**src/hw/comp_defs.svh**
```systemverilog
`ifndef COMP_DEFS_SVH
`define COMP_DEFS_SVH

// bus widths
`define COMP_DATA_W      32
`define COMP_ADDR_W      16
`define COMP_SEL_W       3

// ram covers 0x0000..0x0fff
`define COMP_MEM_WORDS   4096

// io map, word addresses
`define COMP_PORTO_BASE  16'hff00   // ports a..d at offsets 0..3
`define COMP_PORTJ_ADDR  16'hff10
`define COMP_PORTI_ADDR  16'hff20
`define COMP_TMR_BASE    16'hff30

// timer register offsets
`define COMP_TMR_CTRL    0   // bit 0 en, bit 1 irq en, bit 31 reach flag
`define COMP_TMR_PSC     1
`define COMP_TMR_ARR     2
`define COMP_TMR_CTR     3

`endif

```
**src/hw/comp_pkg.sv**
```systemverilog
`default_nettype none

`include "comp_defs.svh"

package comp_pkg;

   // one bus word
   typedef logic [`COMP_DATA_W-1:0] word_t;

   // word address on the cpu bus
   typedef logic [`COMP_ADDR_W-1:0] addr_t;

   // which device answers a pending read
   typedef logic [`COMP_SEL_W-1:0] sel_t;

   localparam sel_t SEL_NONE  = 3'd0;
   localparam sel_t SEL_RAM   = 3'd1;
   localparam sel_t SEL_PORTO = 3'd2;
   localparam sel_t SEL_PORTJ = 3'd3;
   localparam sel_t SEL_PORTI = 3'd4;
   localparam sel_t SEL_TIMER = 3'd5;

endpackage

`default_nettype wire

```
**src/hw/mbus_if.sv**
```systemverilog
`default_nettype none

// decoder to device bus, one instance per device
interface mbus_if
   import comp_pkg::*;
();

   logic  cs;     // address in device range, strobe cycle only
   logic  wen;    // already qualified by cs
   logic  ren;    // already qualified by cs
   addr_t addr;   // only the low bits the device decodes
   word_t wdata;
   word_t rdata;  // registered in the device

   modport host (
      output cs,
      output wen,
      output ren,
      output addr,
      output wdata,
      input  rdata
   );

   modport dev (
      input  cs,
      input  wen,
      input  ren,
      input  addr,
      input  wdata,
      output rdata
   );

endinterface

`default_nettype wire

```
**src/hw/addr_dec.sv**
```systemverilog
`default_nettype none

`include "comp_defs.svh"

module addr_dec
   import comp_pkg::*;
(
   input  wire   clk,
   input  wire   reset,
   input  wire addr_t addr,
   input  wire word_t wdata,
   input  wire   wen,
   input  wire   ren,
   output word_t rdata,
   output logic  rvalid,
   mbus_if.host  ram_bus,
   mbus_if.host  porto_bus,
   mbus_if.host  portj_bus,
   mbus_if.host  porti_bus,
   mbus_if.host  tmr_bus
);

   localparam int    RAM_AW     = $clog2(`COMP_MEM_WORDS);
   localparam addr_t PORTO_BASE = `COMP_PORTO_BASE;
   localparam addr_t TMR_BASE   = `COMP_TMR_BASE;

   logic       hit_ram, hit_porto, hit_portj, hit_porti, hit_tmr;
   logic       strobe;
   logic [4:0] hits;
   sel_t       sel;
   sel_t       sel_q;

   assign strobe = wen | ren;

   assign hit_ram   = addr < `COMP_MEM_WORDS;
   assign hit_porto = addr[`COMP_ADDR_W-1:2] == PORTO_BASE[`COMP_ADDR_W-1:2];
   assign hit_portj = addr == `COMP_PORTJ_ADDR;
   assign hit_porti = addr == `COMP_PORTI_ADDR;
   assign hit_tmr   = addr[`COMP_ADDR_W-1:2] == TMR_BASE[`COMP_ADDR_W-1:2];
   assign hits      = {hit_tmr, hit_porti, hit_portj, hit_porto, hit_ram};

   always_comb begin
      sel = SEL_NONE;
      if (hit_ram)   sel = SEL_RAM;
      if (hit_porto) sel = SEL_PORTO;
      if (hit_portj) sel = SEL_PORTJ;
      if (hit_porti) sel = SEL_PORTI;
      if (hit_tmr)   sel = SEL_TIMER;
   end

   // ram gets the word index inside its range
   assign ram_bus.cs    = hit_ram & strobe;
   assign ram_bus.wen   = hit_ram & wen;
   assign ram_bus.ren   = hit_ram & ren;
   assign ram_bus.addr  = addr_t'(addr[RAM_AW-1:0]);
   assign ram_bus.wdata = wdata;

   assign porto_bus.cs    = hit_porto & strobe;
   assign porto_bus.wen   = hit_porto & wen;
   assign porto_bus.ren   = hit_porto & ren;
   assign porto_bus.addr  = addr_t'(addr[1:0]);   // port a..d
   assign porto_bus.wdata = wdata;

   assign portj_bus.cs    = hit_portj & strobe;
   assign portj_bus.wen   = hit_portj & wen;
   assign portj_bus.ren   = hit_portj & ren;
   assign portj_bus.addr  = '0;   // single register
   assign portj_bus.wdata = wdata;

   assign porti_bus.cs    = hit_porti & strobe;
   assign porti_bus.wen   = hit_porti & wen;
   assign porti_bus.ren   = hit_porti & ren;
   assign porti_bus.addr  = '0;
   assign porti_bus.wdata = wdata;

   assign tmr_bus.cs    = hit_tmr & strobe;
   assign tmr_bus.wen   = hit_tmr & wen;
   assign tmr_bus.ren   = hit_tmr & ren;
   assign tmr_bus.addr  = addr_t'(addr[1:0]);   // register offset
   assign tmr_bus.wdata = wdata;

   // remember who answers, data comes back next cycle
   always_ff @(posedge clk) begin
      if (reset) begin
         rvalid <= 1'b0;
         sel_q  <= SEL_NONE;
      end else begin
         rvalid <= ren;
         sel_q  <= ren ? sel : SEL_NONE;
      end
   end

   always_comb begin
      case (sel_q)
         SEL_RAM:   rdata = ram_bus.rdata;
         SEL_PORTO: rdata = porto_bus.rdata;
         SEL_PORTJ: rdata = portj_bus.rdata;
         SEL_PORTI: rdata = porti_bus.rdata;
         SEL_TIMER: rdata = tmr_bus.rdata;
         default:   rdata = '0;   // unmapped reads as zero
      endcase
   end

   a_one_select: assert property (@(posedge clk) disable iff (reset) $onehot0(hits));

   // cpu never reads and writes in the same cycle
   a_no_overlap: assert property (@(posedge clk) disable iff (reset) !(wen && ren));

endmodule

`default_nettype wire

```
**src/flat_wrapper.sv**
```systemverilog
// flat-port wrapper written by rule: the top's interface ports become plain ports
module addr_dec_flat import comp_pkg::*;
  (clk, reset, addr, wdata, wen, ren, rdata, rvalid, ram_bus_cs, ram_bus_wen, ram_bus_ren, ram_bus_addr, ram_bus_wdata, ram_bus_rdata, porto_bus_cs, porto_bus_wen, porto_bus_ren, porto_bus_addr, porto_bus_wdata, porto_bus_rdata, portj_bus_cs, portj_bus_wen, portj_bus_ren, portj_bus_addr, portj_bus_wdata, portj_bus_rdata, porti_bus_cs, porti_bus_wen, porti_bus_ren, porti_bus_addr, porti_bus_wdata, porti_bus_rdata, tmr_bus_cs, tmr_bus_wen, tmr_bus_ren, tmr_bus_addr, tmr_bus_wdata, tmr_bus_rdata);
  mbus_if ram_bus_i ();
  mbus_if porto_bus_i ();
  mbus_if portj_bus_i ();
  mbus_if porti_bus_i ();
  mbus_if tmr_bus_i ();
  input  wire clk;
  input  wire reset;
  input  wire addr_t addr;
  input  wire word_t wdata;
  input  wire wen;
  input  wire ren;
  output word_t rdata;
  output logic rvalid;
  output wire logic [$bits(ram_bus_i.cs)-1:0] ram_bus_cs;
  output wire logic [$bits(ram_bus_i.wen)-1:0] ram_bus_wen;
  output wire logic [$bits(ram_bus_i.ren)-1:0] ram_bus_ren;
  output wire logic [$bits(ram_bus_i.addr)-1:0] ram_bus_addr;
  output wire logic [$bits(ram_bus_i.wdata)-1:0] ram_bus_wdata;
  input wire logic [$bits(ram_bus_i.rdata)-1:0] ram_bus_rdata;
  output wire logic [$bits(porto_bus_i.cs)-1:0] porto_bus_cs;
  output wire logic [$bits(porto_bus_i.wen)-1:0] porto_bus_wen;
  output wire logic [$bits(porto_bus_i.ren)-1:0] porto_bus_ren;
  output wire logic [$bits(porto_bus_i.addr)-1:0] porto_bus_addr;
  output wire logic [$bits(porto_bus_i.wdata)-1:0] porto_bus_wdata;
  input wire logic [$bits(porto_bus_i.rdata)-1:0] porto_bus_rdata;
  output wire logic [$bits(portj_bus_i.cs)-1:0] portj_bus_cs;
  output wire logic [$bits(portj_bus_i.wen)-1:0] portj_bus_wen;
  output wire logic [$bits(portj_bus_i.ren)-1:0] portj_bus_ren;
  output wire logic [$bits(portj_bus_i.addr)-1:0] portj_bus_addr;
  output wire logic [$bits(portj_bus_i.wdata)-1:0] portj_bus_wdata;
  input wire logic [$bits(portj_bus_i.rdata)-1:0] portj_bus_rdata;
  output wire logic [$bits(porti_bus_i.cs)-1:0] porti_bus_cs;
  output wire logic [$bits(porti_bus_i.wen)-1:0] porti_bus_wen;
  output wire logic [$bits(porti_bus_i.ren)-1:0] porti_bus_ren;
  output wire logic [$bits(porti_bus_i.addr)-1:0] porti_bus_addr;
  output wire logic [$bits(porti_bus_i.wdata)-1:0] porti_bus_wdata;
  input wire logic [$bits(porti_bus_i.rdata)-1:0] porti_bus_rdata;
  output wire logic [$bits(tmr_bus_i.cs)-1:0] tmr_bus_cs;
  output wire logic [$bits(tmr_bus_i.wen)-1:0] tmr_bus_wen;
  output wire logic [$bits(tmr_bus_i.ren)-1:0] tmr_bus_ren;
  output wire logic [$bits(tmr_bus_i.addr)-1:0] tmr_bus_addr;
  output wire logic [$bits(tmr_bus_i.wdata)-1:0] tmr_bus_wdata;
  input wire logic [$bits(tmr_bus_i.rdata)-1:0] tmr_bus_rdata;
  assign ram_bus_cs = ram_bus_i.cs;
  assign ram_bus_wen = ram_bus_i.wen;
  assign ram_bus_ren = ram_bus_i.ren;
  assign ram_bus_addr = ram_bus_i.addr;
  assign ram_bus_wdata = ram_bus_i.wdata;
  assign ram_bus_i.rdata = ram_bus_rdata;
  assign porto_bus_cs = porto_bus_i.cs;
  assign porto_bus_wen = porto_bus_i.wen;
  assign porto_bus_ren = porto_bus_i.ren;
  assign porto_bus_addr = porto_bus_i.addr;
  assign porto_bus_wdata = porto_bus_i.wdata;
  assign porto_bus_i.rdata = porto_bus_rdata;
  assign portj_bus_cs = portj_bus_i.cs;
  assign portj_bus_wen = portj_bus_i.wen;
  assign portj_bus_ren = portj_bus_i.ren;
  assign portj_bus_addr = portj_bus_i.addr;
  assign portj_bus_wdata = portj_bus_i.wdata;
  assign portj_bus_i.rdata = portj_bus_rdata;
  assign porti_bus_cs = porti_bus_i.cs;
  assign porti_bus_wen = porti_bus_i.wen;
  assign porti_bus_ren = porti_bus_i.ren;
  assign porti_bus_addr = porti_bus_i.addr;
  assign porti_bus_wdata = porti_bus_i.wdata;
  assign porti_bus_i.rdata = porti_bus_rdata;
  assign tmr_bus_cs = tmr_bus_i.cs;
  assign tmr_bus_wen = tmr_bus_i.wen;
  assign tmr_bus_ren = tmr_bus_i.ren;
  assign tmr_bus_addr = tmr_bus_i.addr;
  assign tmr_bus_wdata = tmr_bus_i.wdata;
  assign tmr_bus_i.rdata = tmr_bus_rdata;
  addr_dec u_core (.clk(clk), .reset(reset), .addr(addr), .wdata(wdata), .wen(wen), .ren(ren), .rdata(rdata), .rvalid(rvalid), .ram_bus(ram_bus_i), .porto_bus(porto_bus_i), .portj_bus(portj_bus_i), .porti_bus(porti_bus_i), .tmr_bus(tmr_bus_i));
endmodule
```
**config.mk**
```make
export PLATFORM = sky130hd
export DESIGN_NAME = addr_dec_flat
export DESIGN_NICKNAME = d
export VERILOG_FILES = /design/src/hw/comp_pkg.sv /design/src/hw/mbus_if.sv /design/src/hw/addr_dec.sv /design/src/flat_wrapper.sv
export VERILOG_INCLUDE_DIRS = /design/src /design/src/hw
export SDC_FILE = /design/constraint.sdc
export NUM_CORES = 1
export LEC_CHECK = 0
export ABC_AREA = 1
export CORE_AREA = 2 2 193 195
export CTS_BUF_LIST = sky130_fd_sc_hd__clkbuf_4
export CTS_CLUSTER_SIZE = 20
export DETAILED_ROUTE_END_ITERATION = 12
export DIE_AREA = 0 0 195 197
export DONT_BUFFER_PORTS = 1
export SKIP_LAST_GASP = 1
export SLEW_MARGIN = 25
export SYNTH_ARGS = -nofsm -noshare
export SYNTH_HDL_FRONTEND = slang
export SYNTH_SLANG_ARGS = --single-unit
```
**constraint.sdc**
```tcl
create_clock -name clk -period 3 [get_ports clk]
set_clock_uncertainty 0.1 [all_clocks]
set_input_delay 0.45 -clock clk [delete_from_list [all_inputs] [get_ports clk]]
set_output_delay 0.45 -clock clk [all_outputs]
set_load 0.05 [all_outputs]
```
-- After elaboration in Yosys (flattened, before gate mapping)
Cells that the tools add are included.
- register bits after elaboration: 4
- input bits: 212
- output and inout bits: 288
- $lt $le $gt $ge: 1
- eq/ne operators: 9
- multiplexer cells: 6
- bitwise gates (word level): 17
- reduce and logical (&&, ||, !) cells: 2
- operator list (kind ; count):
    32-bit one-hot mux with 5 select lines ; 1
    16-bit == test (second input constant) ; 2
    14-bit == test (second input constant) ; 2
    16-bit by 13-bit less-than comparator with 1-bit output (second input constant) ; 1
    1-bit bitwise AND ; 15
    3-bit by 2-bit == test with 1-bit output (second input constant) ; 2
    3-bit == test (second input constant) ; 2
    3-bit 2-to-1 mux ; 2
    2-bit 2-to-1 mux ; 2
    4-bit OR reduction ; 1
    3-bit by 1-bit == test with 1-bit output (second input constant) ; 1
    2-bit OR reduction ; 1
    1-bit 2-to-1 mux ; 1
    1-bit inverter ; 1
    1-bit bitwise OR ; 1

-- Depth between registers and ports, before layout
Gate-level depths: netlist of run 1.
- depth after elaboration: 6
- depth in mapped cells: 8
- mapped depth without buffers: 8

-- Least setup slack after synthesis of run 1
OpenSTA, ideal clock, no wires.
- path type: input-to-output
- from: input port addr[3]
- to: output port portj_bus_cs
- arrival: 1.659 ns
- data required time: 2.450 ns
- path slack: 0.791 ns
- stages on the path: 5
- buffers on the path: 0
- path through: nor2_1 nand2_1 nor2_1 nand2_1 a21oi_1
- cells in the longest elaborated chain, start to end: 2
- ends and longest elaborated chain (element ; RTL line ; source):
    start: declaration ; flat_wrapper.sv:11 ; input wire addr_t addr;
    16-bit == test (no line) ; -- ;
    1-bit bitwise AND ; addr_dec.sv:64 ; assign portj_bus.cs = hit_portj & strobe;
    end: declaration ; flat_wrapper.sv:29 ; output wire logic [$bits(portj_bus_i.cs)-1:0] portj_bus_cs;
Every way passes these cells.

-- Final worst setup path of run 1
- from: register u_core.sel_q[1]
- to: output port rdata[12]
- cells in the longest elaborated chain, start to end: 2
- elaborated cells on any way between the ends: 6
- ends and longest elaborated chain (element ; RTL line ; source):
    start: declaration ; addr_dec.sv:31 ; sel_t sel_q;
    start signal: assignment ; addr_dec.sv:89 ; sel_q <= ren ? sel : SEL_NONE;
    3-bit == test (tied with other cells) ; addr_dec.sv:94 ; case (sel_q)
    32-bit one-hot mux with 5 select lines * ; addr_dec.sv:94 ;
    end: declaration ; flat_wrapper.sv:15 ; output word_t rdata;
Mark *: on every way between the ends. The rest lies on a longest branch, timed or not.

==> impl_metrics.csv, run 1 <==
group,metric,value,unit
drt,top_layer,"met4",
outcome,status,"completed",
power_and_ir_drop,power.density,118,nW/um^2
drt,wl_per_cell,13.1,microns
clocking,cts_setup_buffers,0,
global_routing,grt_pass1_wl,15300,microns
power_and_ir_drop,peakVddDrop,62.1,uV
yosys,ys.flop_type,"dfxtp_1",
global_routing,antenna_found_initial,1,
yosys,synth_seq_area_share,0.0237,
floorplanning,initial_core_util,0.0931,
yosys,netlist.area_leader.share,0.534,
setup_path,cp.required,2.45,ns
floorplanning,row_count,70,
yosys,synth_cell_types,16,
drt,wl_met3,1960,microns
global_routing,grt_max_degree,33,
worst_hold_path,hold_path.class,"in2reg",
final_layout,synthToLayoutAreaGrowth,-6.78,%
timing,fin_crit_sh,0.814,
drt,vias_per_cell,2.98,
timing,worstMarginPinSlew,0.599,ns
clocking,cts_buffers,3,
clocking,cts_resized,0,
yosys,yosys.area.top_type,"buf_4",
drt,vias,2733,
clocking,h-tree-depth,1,
floorplanning,dieArea,38400,sq um
placement,hpwl,10400,microns
yosys,synth_compound_area_frac,0.0689,
timing,relSlewSlack,0.600,
drt,drtIter0Drc,125,
timing,grt_setup_unrepaired,"no",
clocking,cts_sinks,4,
yosys,ys_seq_elements,4,
yosys,syn_area,3380,sq um
placement,port_buffers,0,
drt,route.met2.wl,5000,microns
final_layout,fin_nets,663,
worst_hold_path,holdPathStages,1,
drt,firstDrtPassIters,4,
timing,hold_viol_final,0,
timing,period_needed,2.44,ns
worst_hold_path,min_from,"reset",
final_layout,drive_gt1_frac,0.120,
clocking,max-clock-path-buffers,2,
global_routing,grt_overflow,0,
yosys,synth.area.top_cells,"buf_4 53%, nand2_1 12%, inv_1 12%",
setup_path,startpoint_type,"flop",
timing,setup_violations,0,
drt,drt-total-wl,12000,microns
global_routing,track_usage,0.0540,
yosys,synth_mux_area_frac,0,
setup_path,cp-end-kind,"output pin",
setup_path,worst-setup-path-type,"reg2out",
floorplanning,die_w,195,microns
yosys,synthAdderAreaFrac,0,
floorplanning,die_h,197,microns
yosys,synth_top_family_by_area,"buffers and inverters",
clocking,clk_pin_slew,0.04,ns
yosys,synth_edf_count,0,
yosys,synthArstFlopShare,0,
placement,dpl_cell_area,3120,sq um
power_and_ir_drop,p_leak,1.41,nW
yosys,synthXorXnorAreaFrac,0,
timing,fmax,409,MHz
setup_path,path_max_fanout,24,
drt,drt-met1-wl,4330,microns
flow_run,timing.max_cap.violations,0,
yosys,synthSimpleGateAreaFrac,0.228,
clocking,cts-root-buf,"clkbuf_4",
yosys,syn_inst,588,
setup_path,arrival,1.89,ns
yosys,yosysMostFrequentCell,"buf_4",
yosys,synth_common_cells,"240 x buf_4, 112 x nand2_1, 110 x inv_1",
final_layout,finalInstanceArea,3150,sq um
placement,gp_congestion,0.761,
floorplanning,core,36300,sq um
yosys,syn_area_per_cell,5.74,sq um
floorplanning,ios,500,
worst_hold_path,holdPathEnd,"u_core.rvalid",
drt,final_antenna_net_count,0,
drt,drc,0,
timing,setup_tns,0,ns
clocking,cts_tree,"done",
global_routing,first_global_vias,2359,
yosys,ys_warn_count,0,
timing,slew_viol_final,0,
clocking,holdBufCountCts,0,
-- flip-flops by register name, summed over array words and instances, names as in the netlist --
signal and count:
u_core.rvalid 1, u_core.sel_q 3
-- power by group --
| group | internal [mW] | switching, mW |
|---|---|---|
| clock network | 0.0448 | 0.0228 |
| registers | 0.0543 | 0.00359 |
| logic | 0.0248 | 0.221 |
| total | 0.124 | 0.247 |
-- critical path, cell delays in order (launching register included) --
cell and delay [ns]:
dfxtp_1 0.30, inv_1 0.13, nand3_1 0.36, buf_12 0.31, o22ai_1 0.17, inv_1 0.06
nand4_1 0.12, buf_12 0.16
-- how the worst max path moves through the flow --
stage / cells past startpoint / to / slack, ns / from
CTS: 7 / rdata[5] / 0.51 / u_core.sel_q[1]
global placement: 7 / tmr_bus_cs / 0.77 / addr[14]
global route: 7 / rdata[24] / 0.36 / u_core.sel_q[1]
floorplan: 5 / portj_bus_cs / 0.79 / addr[3]
finish: 7 / rdata[12] / 0.56 / u_core.sel_q[1]
detailed placement: 7 / rdata[5] / 0.77 / u_core.sel_q[1]
-- metrics by stage --
step / setup WS (ns) / power [mW] / utilization / instances / hold slack (ns)
6_report: 0.557 / 0.371 / 0.0868 / 918 / 0.232
5_1_grt: 0.365 / 0.393 / 0.0867 / 917 / 0.228
4_1_cts: 0.509 / 0.376 / 0.0867 / 917 / 0.226
3_5_place_dp: 0.773 / 0.303 / 0.0861 / 914 / 0.486
3_3_place_gp: 0.765 / 0.303 / 0.0861 / 914 / 0.478
2_1_floorplan: 0.791 / 0.973 / - / 651 / 0.442
-- per-layer routing --
layer,vias to the layer above,track usage
met5,-,0
met4,0,0.0342
met3,71,0.0303
met2,282,0.0782
met1,1176,0.0610
li1,1204,-
-- placed cells by master (no fill, tap or decap) --
master / netlist / final
nand2_1: 112 / 112
inv_1: 110 / 110
conb_1: 1 / 64
buf_12: 0 / 33
o22ai_1: 32 / 32
nand4_1: 32 / 32
nor2_1: 23 / 23
buf_4: 240 / 17
nand3_1: 9 / 9
a21oi_1: 5 / 5
dfxtp_1: 4 / 4
clkbuf_4: 0 / 3
clkinv_1: 2 / 2
diode_2: 0 / 1
nor3_4: 0 / 1
nand3b_1: 1 / 1
a21boi_0: 1 / 1
-- layout make-up --
type	count	area, sq um
antenna	1	2.50
clock buffer	3	22.5
fill	4300	33100
inverter	112	420
multi-input combinational	280	1250
sequential	4	80.1
tap	468	586
timing repair buffer	50	788
-- logic make-up (layout without fill, tap and decap cells) --
logic type | count (synthesis) | after routing
AOI/OAI and AO/OA | 38 | 38
other | 1 | 65
and+or+nand+nor | 178 | 178
buffers and inverters | 367 | 165
DFF | 4 | 4
Power figures use the tool's default switching activity.
==> run 2, diff against run 1 <==
- CORE_AREA: 2 2 193 195 -> 2 2 195 197
- DIE_AREA: 0 0 195 197 -> 0 0 197 199
- clock period: 3 -> 2.2 ns (I/O delays scaled with it)
==> impl_metrics.csv, run 2 (same netlist as run 1, synthesis figures left out) <==
group,metric,value,unit
timing,fmax,482,MHz
setup_path,cp.required,1.77,ns
clocking,h-tree-depth,1,
drt,firstDrtPassIters,4,
timing,slew_viol_final,0,
timing,setup_violations,0,
drt,drt-total-wl,11900,microns
global_routing,grt_pass1_wl,13900,microns
drt,final_antenna_net_count,0,
setup_path,cp-end-kind,"output pin",
power_and_ir_drop,power.density,155,nW/um^2
final_layout,synthToLayoutAreaGrowth,-4.82,%
global_routing,first_global_vias,2110,
floorplanning,initial_core_util,0.0909,
drt,vias_per_cell,2.95,
clocking,cts-root-buf,"clkbuf_4",
global_routing,antenna_found_initial,4,
global_routing,track_usage,0.0504,
drt,wl_per_cell,12.8,microns
worst_hold_path,hold_path.class,"in2reg",
final_layout,multi_input_area,1250,sq um
clocking,max-clock-path-buffers,2,
final_layout,largest_reg_flops,3,
placement,gp_congestion,0.668,
setup_path,worst-setup-path-type,"reg2out",
floorplanning,dieArea,39200,sq um
floorplanning,core,37100,sq um
power_and_ir_drop,p_leak,1.43,nW
outcome,status,"completed",
final_layout,top_register,"u_core.sel_q",
clocking,cts_setup_buffers,0,
power_and_ir_drop,peakVddDrop,82.1,uV
clocking,cts_tree,"done",
timing,grt_setup_unrepaired,"no",
drt,vias,2727,
floorplanning,ios,500,
final_layout,seq_area,80.1,sq um
final_layout,top_regs,"u_core.sel_q (3), u_core.rvalid (1)",
setup_path,startpoint_type,"flop",
clocking,clk_pin_slew,0.03,ns
final_layout,layout_common_cells,"112 x nand2_1, 110 x inv_1, 64 x conb_1",
clocking,cts_buffers,3,
drt,drc,0,
final_layout,final_common_cell,"nand2_1",
placement,port_buffers,0,
floorplanning,die_h,199,microns
worst_hold_path,holdPathStages,1,
timing,hold_viol_final,0,
timing,fin_crit_sh,0.944,
global_routing,grt_max_degree,33,
floorplanning,row_count,71,
flow_run,timing.max_cap.violations,0,
timing,relSlewSlack,0.581,
timing,period_needed,2.08,ns
drt,drtIter0Drc,108,
global_routing,grt_overflow,0,
timing,setup_tns,0,ns
final_layout,fin_nets,663,
clocking,cts_sinks,4,
final_layout,drive_gt1_frac,0.122,
floorplanning,die_w,197,microns
setup_path,arrival,1.65,ns
setup_path,path_max_fanout,32,
final_layout,nFillCells,4375,
timing,worstMarginPinSlew,0.628,ns
placement,hpwl,10300,microns
power_and_ir_drop,p_total,499,uW
==> run 2: changes by cell type in the layout (fill, tap and decap cells not counted) <==
| cell | delta |
|---|---|
| o22ai_1 | -1 |
| buf_4 | -4 |
| diode_2 | +1 |
| buf_12 | +4 |
| o22ai_2 | +1 |
==> run 2: metrics by stage <==
step	instance area (sq um)	instances	util	hold WS [ns]	setup WS, ns
after floorplan	3610	651	-	0.322	0.231
after global placement	3180	920	0.0857	0.340	0.147
after detailed placement	3180	920	0.0857	0.340	0.160
after CTS	3200	923	0.0863	0.0945	0.0662
after global routing	3210	925	0.0866	0.103	0.0221
final	3210	925	0.0866	0.102	0.124
==> run 2: path summary, 6_finish.rpt <==
path / start / endpoint / slack, ns
worst min-delay path: reset / u_core.rvalid / 0.10
worst max-delay path: u_core.sel_q[1] / rdata[31] / 0.12
==> run 2: area by class of cell <==
class,count,share of cell area
Timing Repair Buffer,50,0.261
Sequential cell,4,0.0249
Antenna cell,2,0.00156
Tap cell,474,0.185
Inverter,112,0.131
Clock buffer,3,0.00701
Multi-Input combinational cell,280,0.390
==> run 2: routing by layer <==
metal,GRT usage,wire [microns],vias up
li1,-,-,1202
met1,0.0592,4610,1166
met2,0.0709,4840,283
met3,0.0219,1530,72
met4,0.0407,872,4
met5,0,26,-
==> run 2: where the power goes <==
group	internal (mW)	total [mW]	switching, mW
combinational	0.0343	0.333	0.298
clock	0.0608	0.0869	0.0261
sequential	0.0742	0.0793	0.00510
total	0.169	0.499	0.330
==> run 2: timing repair <==
item / 4_1_cts / 5_1_grt
hold buffers: 0 / 0
resized for setup: 0 / 1
endpoints found under the setup margin: 0 / 1
==> run 2: worst max-delay path, cell delays in order (launching register included) <==
cell and delay, ns:
dfxtp_1 0.30, inv_1 0.14, nand3_1 0.14, buf_12 0.19
o22ai_1 0.28, inv_1 0.07, nand4_1 0.12, buf_12 0.15
